<file path="src/source/tlb_pkg.sv">
package tlb_pkg;

    // TLB geometry
    localparam int TLB_NUM   = 16;
    localparam int TLB_IDX_W = $clog2(TLB_NUM);

    // page size codes as seen on the ports
    localparam logic [5:0] PS_4K = 6'd12;
    localparam logic [5:0] PS_4M = 6'd21;

    // width of the maintenance command operand
    localparam int CMD_ARG_W = 34;

    typedef struct packed {
        logic [19:0] ppn;
        logic [1:0]  plv;
        logic [1:0]  mat;
        logic        d;
        logic        v;
    } tlb_page_t;

    typedef struct packed {
        logic        e;
        logic [18:0] vppn;
        logic [5:0]  ps;
        logic [9:0]  asid;
        logic        g;
        tlb_page_t   page0;
        tlb_page_t   page1;
    } tlb_entry_t;

    // stored form with page size collapsed to one flag
    typedef struct packed {
        logic        e;
        logic [18:0] vppn;
        logic        ps4m;
        logic [9:0]  asid;
        logic        g;
        tlb_page_t   page0;
        tlb_page_t   page1;
    } tlb_store_t;

    typedef struct packed {
        logic [18:0] vppn;
        logic        va_bit12;
        logic [9:0]  asid;
    } tlb_search_req_t;

    typedef struct packed {
        logic                 found;
        logic [TLB_IDX_W-1:0] index;
        logic [5:0]           ps;
        tlb_page_t            page;
    } tlb_search_rsp_t;

    typedef enum logic [2:0] {
        SRCH,
        RD,
        WR,
        FILL,
        INV
    } tlb_cmd_kind_t;

    typedef struct packed {
        logic [4:0]  op;
        logic [9:0]  asid;
        logic [18:0] vppn;
    } tlb_inv_sel_t;

    typedef struct packed {
        logic [CMD_ARG_W-TLB_IDX_W-1:0] pad;
        logic [TLB_IDX_W-1:0]           index;
    } tlb_idx_arg_t;

    // operand is an entry index for RD/WR or an invalidate selector for INV
    typedef union packed {
        tlb_inv_sel_t inv;
        tlb_idx_arg_t idx;
    } tlb_cmd_arg_u;

    typedef struct packed {
        tlb_cmd_kind_t kind;
        tlb_cmd_arg_u  arg;
        tlb_entry_t    entry;
    } tlb_cmd_t;

    typedef struct packed {
        logic                 found;
        logic [TLB_IDX_W-1:0] index;
        tlb_entry_t           entry;
    } tlb_cmd_rsp_t;

endpackage

</file>
<file path="src/source/tlb_array.sv">
`timescale 1ns/1ps

module tlb_array (
    input  logic                                   clk,
    input  logic                                   rst_n,
    input  logic                                   wr_en,
    input  logic [tlb_pkg::TLB_IDX_W-1:0]          wr_index,
    input  tlb_pkg::tlb_entry_t                    wr_entry,
    input  logic                                   inv_en,
    input  tlb_pkg::tlb_inv_sel_t                  inv_sel,
    input  logic [tlb_pkg::TLB_IDX_W-1:0]          rd_index,
    output tlb_pkg::tlb_entry_t                    rd_entry,
    output tlb_pkg::tlb_store_t [tlb_pkg::TLB_NUM-1:0] entries
);

    // valid bits live apart from the payload
    logic [tlb_pkg::TLB_NUM-1:0] e_q;
    tlb_pkg::tlb_store_t         data_q [tlb_pkg::TLB_NUM];

    tlb_pkg::tlb_store_t         wr_store;
    tlb_pkg::tlb_store_t         rd_store;

    logic [tlb_pkg::TLB_NUM-1:0] is_global;
    logic [tlb_pkg::TLB_NUM-1:0] asid_hit;
    logic [tlb_pkg::TLB_NUM-1:0] vppn_hit;
    logic [tlb_pkg::TLB_NUM-1:0] inv_mask;

    // anything but 4 MB is kept as 4 KB
    always_comb begin
        wr_store       = '0;
        wr_store.e     = wr_entry.e;
        wr_store.vppn  = wr_entry.vppn;
        wr_store.ps4m  = (wr_entry.ps == tlb_pkg::PS_4M);
        wr_store.asid  = wr_entry.asid;
        wr_store.g     = wr_entry.g;
        wr_store.page0 = wr_entry.page0;
        wr_store.page1 = wr_entry.page1;
    end

    always_ff @(posedge clk) begin
        if (wr_en) begin
            data_q[wr_index] <= wr_store;
        end
    end

    always_ff @(posedge clk or negedge rst_n) begin
        if (!rst_n) begin
            e_q <= '0;
        end else if (wr_en) begin
            e_q[wr_index] <= wr_entry.e;
        end else if (inv_en) begin
            e_q <= e_q & ~inv_mask;
        end
    end

    always_comb begin
        for (int i = 0; i < tlb_pkg::TLB_NUM; i++) begin
            entries[i]   = data_q[i];
            entries[i].e = e_q[i];
        end
    end

    // per-entry terms for the INVTLB mask
    always_comb begin
        for (int i = 0; i < tlb_pkg::TLB_NUM; i++) begin
            is_global[i] = entries[i].g;
            asid_hit[i]  = (entries[i].asid == inv_sel.asid);
            vppn_hit[i]  = (entries[i].vppn[18:9] == inv_sel.vppn[18:9])
                        && (entries[i].ps4m || (entries[i].vppn[8:0] == inv_sel.vppn[8:0]));
        end
    end

    always_comb begin
        case (inv_sel.op)
            5'd0, 5'd1: inv_mask = '1;
            5'd2:       inv_mask = is_global;
            5'd3:       inv_mask = ~is_global;
            5'd4:       inv_mask = ~is_global & asid_hit;
            5'd5:       inv_mask = ~is_global & asid_hit & vppn_hit;
            5'd6:       inv_mask = (is_global | asid_hit) & vppn_hit;
            // undefined ops leave the TLB alone
            default:    inv_mask = '0;
        endcase
    end

    // indexed read with page size rebuilt from the flag
    always_comb begin
        rd_store       = entries[rd_index];
        rd_entry.e     = rd_store.e;
        rd_entry.vppn  = rd_store.vppn;
        rd_entry.ps    = rd_store.ps4m ? tlb_pkg::PS_4M : tlb_pkg::PS_4K;
        rd_entry.asid  = rd_store.asid;
        rd_entry.g     = rd_store.g;
        rd_entry.page0 = rd_store.page0;
        rd_entry.page1 = rd_store.page1;
    end

    // the op FSM issues one array update per command
    a_wr_inv_excl: assert property (
        @(posedge clk) disable iff (!rst_n)
        !(wr_en && inv_en)
    ) else $error("write and invalidate issued in the same cycle");

endmodule

</file>
<file path="src/source/tlb_fill_counter.sv">
`timescale 1ns/1ps

module tlb_fill_counter (
    input  logic                          clk,
    input  logic                          rst_n,
    input  logic                          adv,
    output logic [tlb_pkg::TLB_IDX_W-1:0] index
);

    // round robin over the slots
    always_ff @(posedge clk or negedge rst_n) begin
        if (!rst_n) begin
            index <= '0;
        end else if (adv) begin
            if (index == tlb_pkg::TLB_IDX_W'(tlb_pkg::TLB_NUM - 1)) begin
                index <= '0;
            end else begin
                index <= index + 1'b1;
            end
        end
    end

endmodule

</file>
<file path="src/source/tlb_lookup.sv">
`timescale 1ns/1ps

module tlb_lookup (
    input  tlb_pkg::tlb_store_t [tlb_pkg::TLB_NUM-1:0] entries,
    input  tlb_pkg::tlb_search_req_t               req,
    output tlb_pkg::tlb_search_rsp_t               rsp
);

    logic [tlb_pkg::TLB_NUM-1:0]   match;
    logic [tlb_pkg::TLB_IDX_W-1:0] hit_idx;
    tlb_pkg::tlb_store_t           hit;
    logic                          odd_page;

    always_comb begin
        for (int i = 0; i < tlb_pkg::TLB_NUM; i++) begin
            match[i] = entries[i].e
                    && (req.vppn[18:9] == entries[i].vppn[18:9])
                    && (entries[i].ps4m || (req.vppn[8:0] == entries[i].vppn[8:0]))
                    && (entries[i].g || (req.asid == entries[i].asid));
        end
    end

    // or-encode relying on at most one hit
    always_comb begin
        hit_idx = '0;
        for (int i = 0; i < tlb_pkg::TLB_NUM; i++) begin
            if (match[i]) begin
                hit_idx = hit_idx | i[tlb_pkg::TLB_IDX_W-1:0];
            end
        end
    end

    assign hit = entries[hit_idx];

    // 4 MB pairs split on vppn bit 8 and 4 KB pairs on va bit 12
    assign odd_page = hit.ps4m ? req.vppn[8] : req.va_bit12;

    always_comb begin
        rsp.found = |match;
        rsp.index = hit_idx;
        rsp.ps    = hit.ps4m ? tlb_pkg::PS_4M : tlb_pkg::PS_4K;
        rsp.page  = odd_page ? hit.page1 : hit.page0;
    end

    // duplicate mappings would make the encoded index garbage
    a_one_hit: assert final ($isunknown(match) || $onehot0(match))
        else $error("multiple TLB entries hit one request");

endmodule

</file>
<file path="src/source/tlb_op_fsm.sv">
`timescale 1ns/1ps

module tlb_op_fsm (
    input  logic                          clk,
    input  logic                          rst_n,
    input  logic                          cmd_req,
    input  tlb_pkg::tlb_cmd_t             cmd,
    input  tlb_pkg::tlb_search_rsp_t      srch_rsp,
    input  tlb_pkg::tlb_entry_t           rd_entry,
    input  logic [tlb_pkg::TLB_IDX_W-1:0] fill_index,
    output logic                          cmd_ack,
    output tlb_pkg::tlb_cmd_rsp_t         cmd_rsp,
    output tlb_pkg::tlb_search_req_t      srch_req,
    output logic                          wr_en,
    output logic [tlb_pkg::TLB_IDX_W-1:0] wr_index,
    output tlb_pkg::tlb_entry_t           wr_entry,
    output logic                          inv_en,
    output tlb_pkg::tlb_inv_sel_t         inv_sel,
    output logic [tlb_pkg::TLB_IDX_W-1:0] rd_index,
    output logic                          fill_adv
);

    typedef enum logic [1:0] {
        IDLE,
        EXEC,
        ACK
    } state_t;

    state_t                state_q;
    tlb_pkg::tlb_cmd_t     cmd_q;
    tlb_pkg::tlb_cmd_rsp_t rsp_d;
    logic                  exec;

    always_ff @(posedge clk or negedge rst_n) begin
        if (!rst_n) begin
            state_q <= IDLE;
            cmd_ack <= 1'b0;
        end else begin
            case (state_q)
                IDLE: if (cmd_req) state_q <= EXEC;
                EXEC: state_q <= ACK;
                default: begin
                    // hold ack until the master lets go of req
                    if (cmd_ack) begin
                        if (!cmd_req) begin
                            cmd_ack <= 1'b0;
                            state_q <= IDLE;
                        end
                    end else if (cmd_req) begin
                        cmd_ack <= 1'b1;
                    end else begin
                        state_q <= IDLE;
                    end
                end
            endcase
        end
    end

    always_ff @(posedge clk) begin
        if (state_q == IDLE && cmd_req) begin
            cmd_q <= cmd;
        end
        if (exec) begin
            cmd_rsp <= rsp_d;
        end
    end

    assign exec = (state_q == EXEC);

    // array controls straight from the latched command
    assign wr_en    = exec && (cmd_q.kind == tlb_pkg::WR || cmd_q.kind == tlb_pkg::FILL);
    assign wr_index = (cmd_q.kind == tlb_pkg::FILL) ? fill_index : cmd_q.arg.idx.index;
    assign wr_entry = cmd_q.entry;
    assign inv_en   = exec && (cmd_q.kind == tlb_pkg::INV);
    assign inv_sel  = cmd_q.arg.inv;
    assign rd_index = cmd_q.arg.idx.index;
    assign fill_adv = exec && (cmd_q.kind == tlb_pkg::FILL);

    // TLBSRCH key comes from the entry fields
    assign srch_req.vppn     = cmd_q.entry.vppn;
    assign srch_req.va_bit12 = 1'b0;
    assign srch_req.asid     = cmd_q.entry.asid;

    always_comb begin
        rsp_d       = '0;
        rsp_d.index = cmd_q.arg.idx.index;
        case (cmd_q.kind)
            tlb_pkg::SRCH: begin
                rsp_d.found = srch_rsp.found;
                rsp_d.index = srch_rsp.index;
            end
            tlb_pkg::RD:   rsp_d.entry = rd_entry;
            tlb_pkg::FILL: rsp_d.index = fill_index;
            default:       rsp_d.entry = cmd_q.entry;
        endcase
    end

    // ack only answers a req that was accepted in IDLE three edges before
    a_ack_needs_req: assert property (
        @(posedge clk) disable iff (!rst_n)
        $rose(cmd_ack) |-> $past(cmd_req, 3)
    ) else $error("cmd_ack raised without a pending cmd_req");

endmodule

</file>
<file path="src/source/tlb_top.sv">
`timescale 1ns/1ps

module tlb_top (
    input  logic                     clk,
    input  logic                     rst_n,
    input  tlb_pkg::tlb_search_req_t fetch_req,
    output tlb_pkg::tlb_search_rsp_t fetch_rsp,
    input  tlb_pkg::tlb_search_req_t data_req,
    output tlb_pkg::tlb_search_rsp_t data_rsp,
    input  logic                     cmd_req,
    input  tlb_pkg::tlb_cmd_t        cmd,
    output logic                     cmd_ack,
    output tlb_pkg::tlb_cmd_rsp_t    cmd_rsp
);

    tlb_pkg::tlb_store_t [tlb_pkg::TLB_NUM-1:0] entries;

    logic                          wr_en;
    logic [tlb_pkg::TLB_IDX_W-1:0] wr_index;
    tlb_pkg::tlb_entry_t           wr_entry;
    logic                          inv_en;
    tlb_pkg::tlb_inv_sel_t         inv_sel;
    logic [tlb_pkg::TLB_IDX_W-1:0] rd_index;
    tlb_pkg::tlb_entry_t           rd_entry;
    tlb_pkg::tlb_search_req_t      srch_req;
    tlb_pkg::tlb_search_rsp_t      srch_rsp;
    logic                          fill_adv;
    logic [tlb_pkg::TLB_IDX_W-1:0] fill_index;

    tlb_array array_i (
        .clk      (clk),
        .rst_n    (rst_n),
        .wr_en    (wr_en),
        .wr_index (wr_index),
        .wr_entry (wr_entry),
        .inv_en   (inv_en),
        .inv_sel  (inv_sel),
        .rd_index (rd_index),
        .rd_entry (rd_entry),
        .entries  (entries)
    );

    // instruction fetch, load/store and TLBSRCH each get their own matcher
    tlb_lookup fetch_lookup_i (.entries(entries), .req(fetch_req), .rsp(fetch_rsp));
    tlb_lookup data_lookup_i  (.entries(entries), .req(data_req),  .rsp(data_rsp));
    tlb_lookup maint_lookup_i (.entries(entries), .req(srch_req),  .rsp(srch_rsp));

    tlb_op_fsm op_fsm_i (
        .clk        (clk),
        .rst_n      (rst_n),
        .cmd_req    (cmd_req),
        .cmd        (cmd),
        .srch_rsp   (srch_rsp),
        .rd_entry   (rd_entry),
        .fill_index (fill_index),
        .cmd_ack    (cmd_ack),
        .cmd_rsp    (cmd_rsp),
        .srch_req   (srch_req),
        .wr_en      (wr_en),
        .wr_index   (wr_index),
        .wr_entry   (wr_entry),
        .inv_en     (inv_en),
        .inv_sel    (inv_sel),
        .rd_index   (rd_index),
        .fill_adv   (fill_adv)
    );

    tlb_fill_counter fill_counter_i (
        .clk   (clk),
        .rst_n (rst_n),
        .adv   (fill_adv),
        .index (fill_index)
    );

endmodule

</file>
<file path="config.mk">
export PLATFORM = sky130hd
export DESIGN_NAME = tlb_top
export DESIGN_NICKNAME = d
export VERILOG_FILES = /design/src/source/tlb_pkg.sv /design/src/source/tlb_array.sv /design/src/source/tlb_fill_counter.sv /design/src/source/tlb_lookup.sv /design/src/source/tlb_op_fsm.sv /design/src/source/tlb_top.sv
export SDC_FILE = /design/constraint.sdc
export NUM_CORES = 2
export LEC_CHECK = 0
export BUFFER_PORTS_ARGS = -buffer_cell sky130_fd_sc_hd__buf_2
export CAP_MARGIN = 20
export CORE_UTILIZATION = 25
export CTS_CLUSTER_DIAMETER = 80
export CTS_CLUSTER_SIZE = 10
export DETAILED_ROUTE_END_ITERATION = 16
export GPL_ROUTABILITY_DRIVEN = 1
export PLACE_DENSITY = 0.38
export SKIP_LAST_GASP = 1
export SLEW_MARGIN = 20
export SYNTH_ARGS = -nofsm -noshare
export SYNTH_HDL_FRONTEND = slang
export SYNTH_HIERARCHICAL = 1
export SYNTH_SLANG_ARGS = --single-unit
</file>
<file path="constraint.sdc">
create_clock -name clk -period 19.1 [get_ports clk]
set_clock_uncertainty 0.15 [all_clocks]
set_input_delay 1.91 -clock clk [delete_from_list [all_inputs] [get_ports clk]]
set_output_delay 1.91 -clock clk [all_outputs]
set_load 0.1 [all_outputs]
</file>
; ---- After elaboration in Yosys (flattened, before gate mapping)
; Memory sizes are Yosys's and may differ from the RTL's.
; Index checks and enable logic that the tools add are counted.
[classes]
n_bitwise = 7
n_shift = 0
div = 0
n_eq_ne = 207
n_mul = 0
n_addsub = 1
reduce_logical = 289
order_cmp = 5
muxes = 74
[op_table]
columns = cell, n
row1 = $eq 10x10->1, 128
row2 = $bmux 84 s4, 3
row3 = $eq 9x9->1, 64
row4 = $pmux 89 s2, 1
row5 = $logic_and 1x1->1, 165
row6 = $mux 64, 2
row7 = $logic_or 1x1->1, 113
row8 = $mux 4, 26
row9 = $pmux 16 s6, 1
row10 = $mux 84, 1
row11 = $and 16x16->16, 4
row12 = $mux 26, 2
row13 = $reduce_or 16->1, 3
row14 = $mux 3, 12
row15 = $mux 16, 2
row16 = $not 16->16, 2
row17 = $lt 4x5->1 const B, 4
row18 = $bwmux 16, 1
row19 = $mux 2, 8
row20 = $or 16x16->16, 1
row21 = $eq 5x3->1 const B, 3
row22 = $mux 5, 3
row23 = $eq 5x2->1 const B, 2
row24 = $mux 1, 9
row25 = other kinds (20), 23
[word_totals]
reg_bits = 243
wordCells = 622
ramBits = 1344
latchBits = 0
rom_bits = 0
inputBits = 189
n_memories = 1
output_inout_bits = 169
[mem_list]
columns = name, words, word_bits, read_ports, rd_ports_with_merged_regs, wr, line
row1 = array_i.data_q, 16, 84, 16, 0, 1, tlb_array.sv:18  ; tlb_pkg::tlb_store_t data_q [tlb_pkg::TLB_NUM];

; ---- Longest topological paths before layout
; An unclocked memory read counts as a cell.
[depth]
depth_word = 24
depth_mapped = 20
mapped_depth_nobuf = 15

; ---- Modules after synthesis
; Netlist, hierarchy kept.
[by_module_without_submodules]
columns = module, cells_each, area_per_inst_um2, seq_area_each_um2, n_inst
row1 = tlb_array, 2738, 56668.1, 40278.6, 1
row2 = tlb_lookup (data_lookup_i ...), 1951, 14671.6, 0.0, 2
row3 = tlb_lookup (fetch_lookup_i), 2449, 15100.7, 0.0, 1
row4 = tlb_op_fsm, 535, 9048.7, 6681.4, 1
row5 = tlb_fill_counter, 17, 180.2, 100.1, 1

; ---- Worst setup path before layout
; Ideal clock, no wire load.
[synth_path]
path_type = input to register
start = input cmd_req
end = register op_fsm_i/cmd_q[123] in the netlist's numbering, enable pin
cell_stages = 1
arrival_ps = 10922
path_buffers = 0
t_required_ps = 18159
path_slack_ps = 7237
setup_ps = 791
cell_sequence = nor3b_1
[synth_between]
elab_chain_cells = 1
[synth_rtl]
columns = item, line
row1 = start: declaration, tlb_top.sv:10  ; input logic cmd_req,
row2 = $logic_and 1x1->1, tlb_op_fsm.sv:60  ; if (state_q == IDLE && cmd_req) begin
row3 = end signal: assignment, tlb_op_fsm.sv:61  ; cmd_q <= cmd;
row4 = end: declaration, tlb_op_fsm.sv:30  ; tlb_pkg::tlb_cmd_t cmd_q;
; No other way between the ends.
; A chain may end at the register's enable or synchronous reset.

==> flow_summary.toml <==
[route]
wl_per_cell_um = 36.0
post_drt_via_cell_ratio = 5.47
remaining_drc_errors = 0
drt-total-wl_um = 499000
vias = 75820
postRouteAntennaNets = 0
first_iter_violations = 8465
dr.pass1.iters = 6

[min_path]
hold_path.startpoint = "op_fsm_i/cmd_ack"
min_to = "op_fsm_i/cmd_ack"
hold_class = "flop to flop"
min_path_cells = 2

[cells_and_area]
ff_latch_area_mm2 = 0.0471
fillers = 41248
final_area_mm2 = 0.113
fin_util_pct = 28.0
layout-drive-gt1-share_pct = 19.0
areaGrowthSynthToFinish_pct = 11.2
multi_input_area_mm2 = 0.0497
fin_nets = 8549

[global_routing]
top_usage_layer = "met2"
antenna_found_initial = 34
grt_util_met3_pct = 3.91
grt_max_degree = 150
globalRouteMet2Util_pct = 38.2
overflow = 0
grt_pass1_wl_um = 672000
grt_pass1_vias = 75069
grtUsageMet1_pct = 31.0
grtUsageTotal_pct = 23.6

[clocking]
cts_root_buffer = "clkbuf_16"
ctsHoldBuffers = 0
post-cts-setup-buffers = 0
htree_levels = 4
path_clk_slew_ps = 50
cts-buffers-inserted = 192
cts_sinks = 1571
cts_tree = "done"
cts_buffer_depth = 4
clock_latency_ps = 940
cts_resized = 0

[placement]
gp_congestion = 0.934
dpl_cell_area_mm2 = 0.107
io_buffers = 351
dpl.hpwl_um = 317000

[sta]
fin_crit_ps = 12470
rsz0062_at_grt = "false"
finalCritPeriodShare_pct = 65.3
fin_setup_tns_ps = 0
finalSetupViolCount = 0
tightest_slew_ps = 1260
fmax_mhz = 80.2
slew_headroom_pct = 16.3
slew_violations = 0
finalHoldViolations = 0

[critical_path]
worstSetupPathType = "input pin to output port"
regToRegEndpoint = "array_i/data_q[4][38]"
worst_setup_path_end_kind = "output port"
r2r_cells = 7
cp.required_ps = 17040
critPathMaxFanout = 51
reg2reg_slack_ps = 13920
reg2reg_from = "op_fsm_i/cmd_q[125]"
critPathArrivalTime_ps = 10410
critPathLaunchType = "input pin"

[synthesis]
synth_area_mm2 = 0.101
avgSynthCellArea_um2 = 12.1
yosys_warnings = 6
syn_inst = 8409

[run]
max_cap_violations = 0

[die]
io_pins = 358
die_x_um = 639
rows = 233
die_height_um = 639
core-area_mm2 = 0.403
initial_core_util_pct = 25.1
die_area_mm2 = 0.408

[power]
p_per_area_mw_per_mm2 = 91.7
ir_worst_vdd_mv = 0.0850
power.leakage_uw = 0.0365

[outcome]
outcome = "completed"
## through the flow
step | hold slack, ps | total power (uW) | setup WS, ps | std cells
2_1_floorplan | 330 | 6100 | 7240 | 8412
3_3_place_gp | 361 | 6920 | 6340 | 13568
3_5_place_dp | 377 | 6930 | 6810 | 13569
4_1_cts | 388 | 10400 | 6780 | 13833
5_1_grt | 427 | 10600 | 6460 | 13851
6_report | 382 | 10300 | 6630 | 13858
## layout make-up
type                    count  share of cell area [%]
multi-input cells        5995                    44.1
flip-flops and latches   1571                    41.7
well taps                5405                    5.99
clock buffers             222                    4.36
repair buffers            580                    3.28
clock inverters            42                   0.486
inverters                  19                  0.0676
diodes                     24                  0.0532
## state kept, by name (all words and copies together) (netlist names)
register and flops:
array_i/data_q 1328, op_fsm_i/cmd_rsp 94, op_fsm_i/wr_entry 60, op_fsm_i/inv_sel 34, op_fsm_i/srch_req 29, array_i/e_q 16, fill_counter_i/index 4, op_fsm_i/cmd_q 3
op_fsm_i/state_q 2, op_fsm_i/cmd_ack 1
## power by group
group          internal, uW  leakage, uW  switching (uW)  total, uW
sequential             4100       0.0143             253       4360
clock                  1900      0.00264            1600       3490
combinational           742       0.0195            1750       2500
## worst max path at each step
stage          cells after the start             endpoint    startpoint
2_1_floorplan                      1  op_fsm_i/cmd_q[123]       cmd_req
3_3_place_gp                      18          data_rsp[5]  data_req[24]
3_5_place_dp                      18          data_rsp[5]  data_req[24]
4_1_cts                           18          data_rsp[5]  data_req[24]
5_1_grt                           17          data_rsp[7]  data_req[28]
6_report                          17          data_rsp[7]   data_req[9]
## layout by cell type (no fill, tap or decap), types with 27 or more instances in the layout
| master | count |
|---|---|
| mux2i_1 | 328 |
| nor2_1 | 207 |
| edfxtp_1 | 1548 |
| nor3_2 | 33 |
| nand3_1 | 328 |
| xnor2_1 | 833 |
| nand4_1 | 211 |
| buf_4 | 212 |
| nor4_1 | 249 |
| clkbuf_16 | 192 |
| or3_1 | 48 |
| xor2_1 | 1040 |
| and3_1 | 134 |
| clkbuf_1 | 30 |
| nand2_1 | 787 |
| mux2_2 | 189 |
| o211ai_1 | 33 |
| a22o_1 | 91 |
| a21oi_1 | 270 |
| o21ai_0 | 52 |
| mux4_2 | 420 |
| nor3_1 | 144 |
| nor3b_1 | 27 |
| a41oi_1 | 76 |
| a211oi_1 | 203 |
| buf_2 | 351 |
## metal layers
layer	routed length [um]	part of all wire (%)
met5	65	0.013
met4	26000	5.2
met3	34700	7.0
met2	231000	46
met1	208000	42
## critical path, stage by stage
cell and delay, ps:
buf_2 560, xor2_1 140, nor4_1 300, a41oi_1 420, nor3_1 750, nor4_1 180, nand3_4 650, buf_4 720
buf_4 820, buf_4 840, buf_4 760, mux2_2 280, nor2_1 40, a211oi_1 250, a211oi_1 80, nor3b_1 730
buf_2 600
Power figures use the tool's default switching activity.
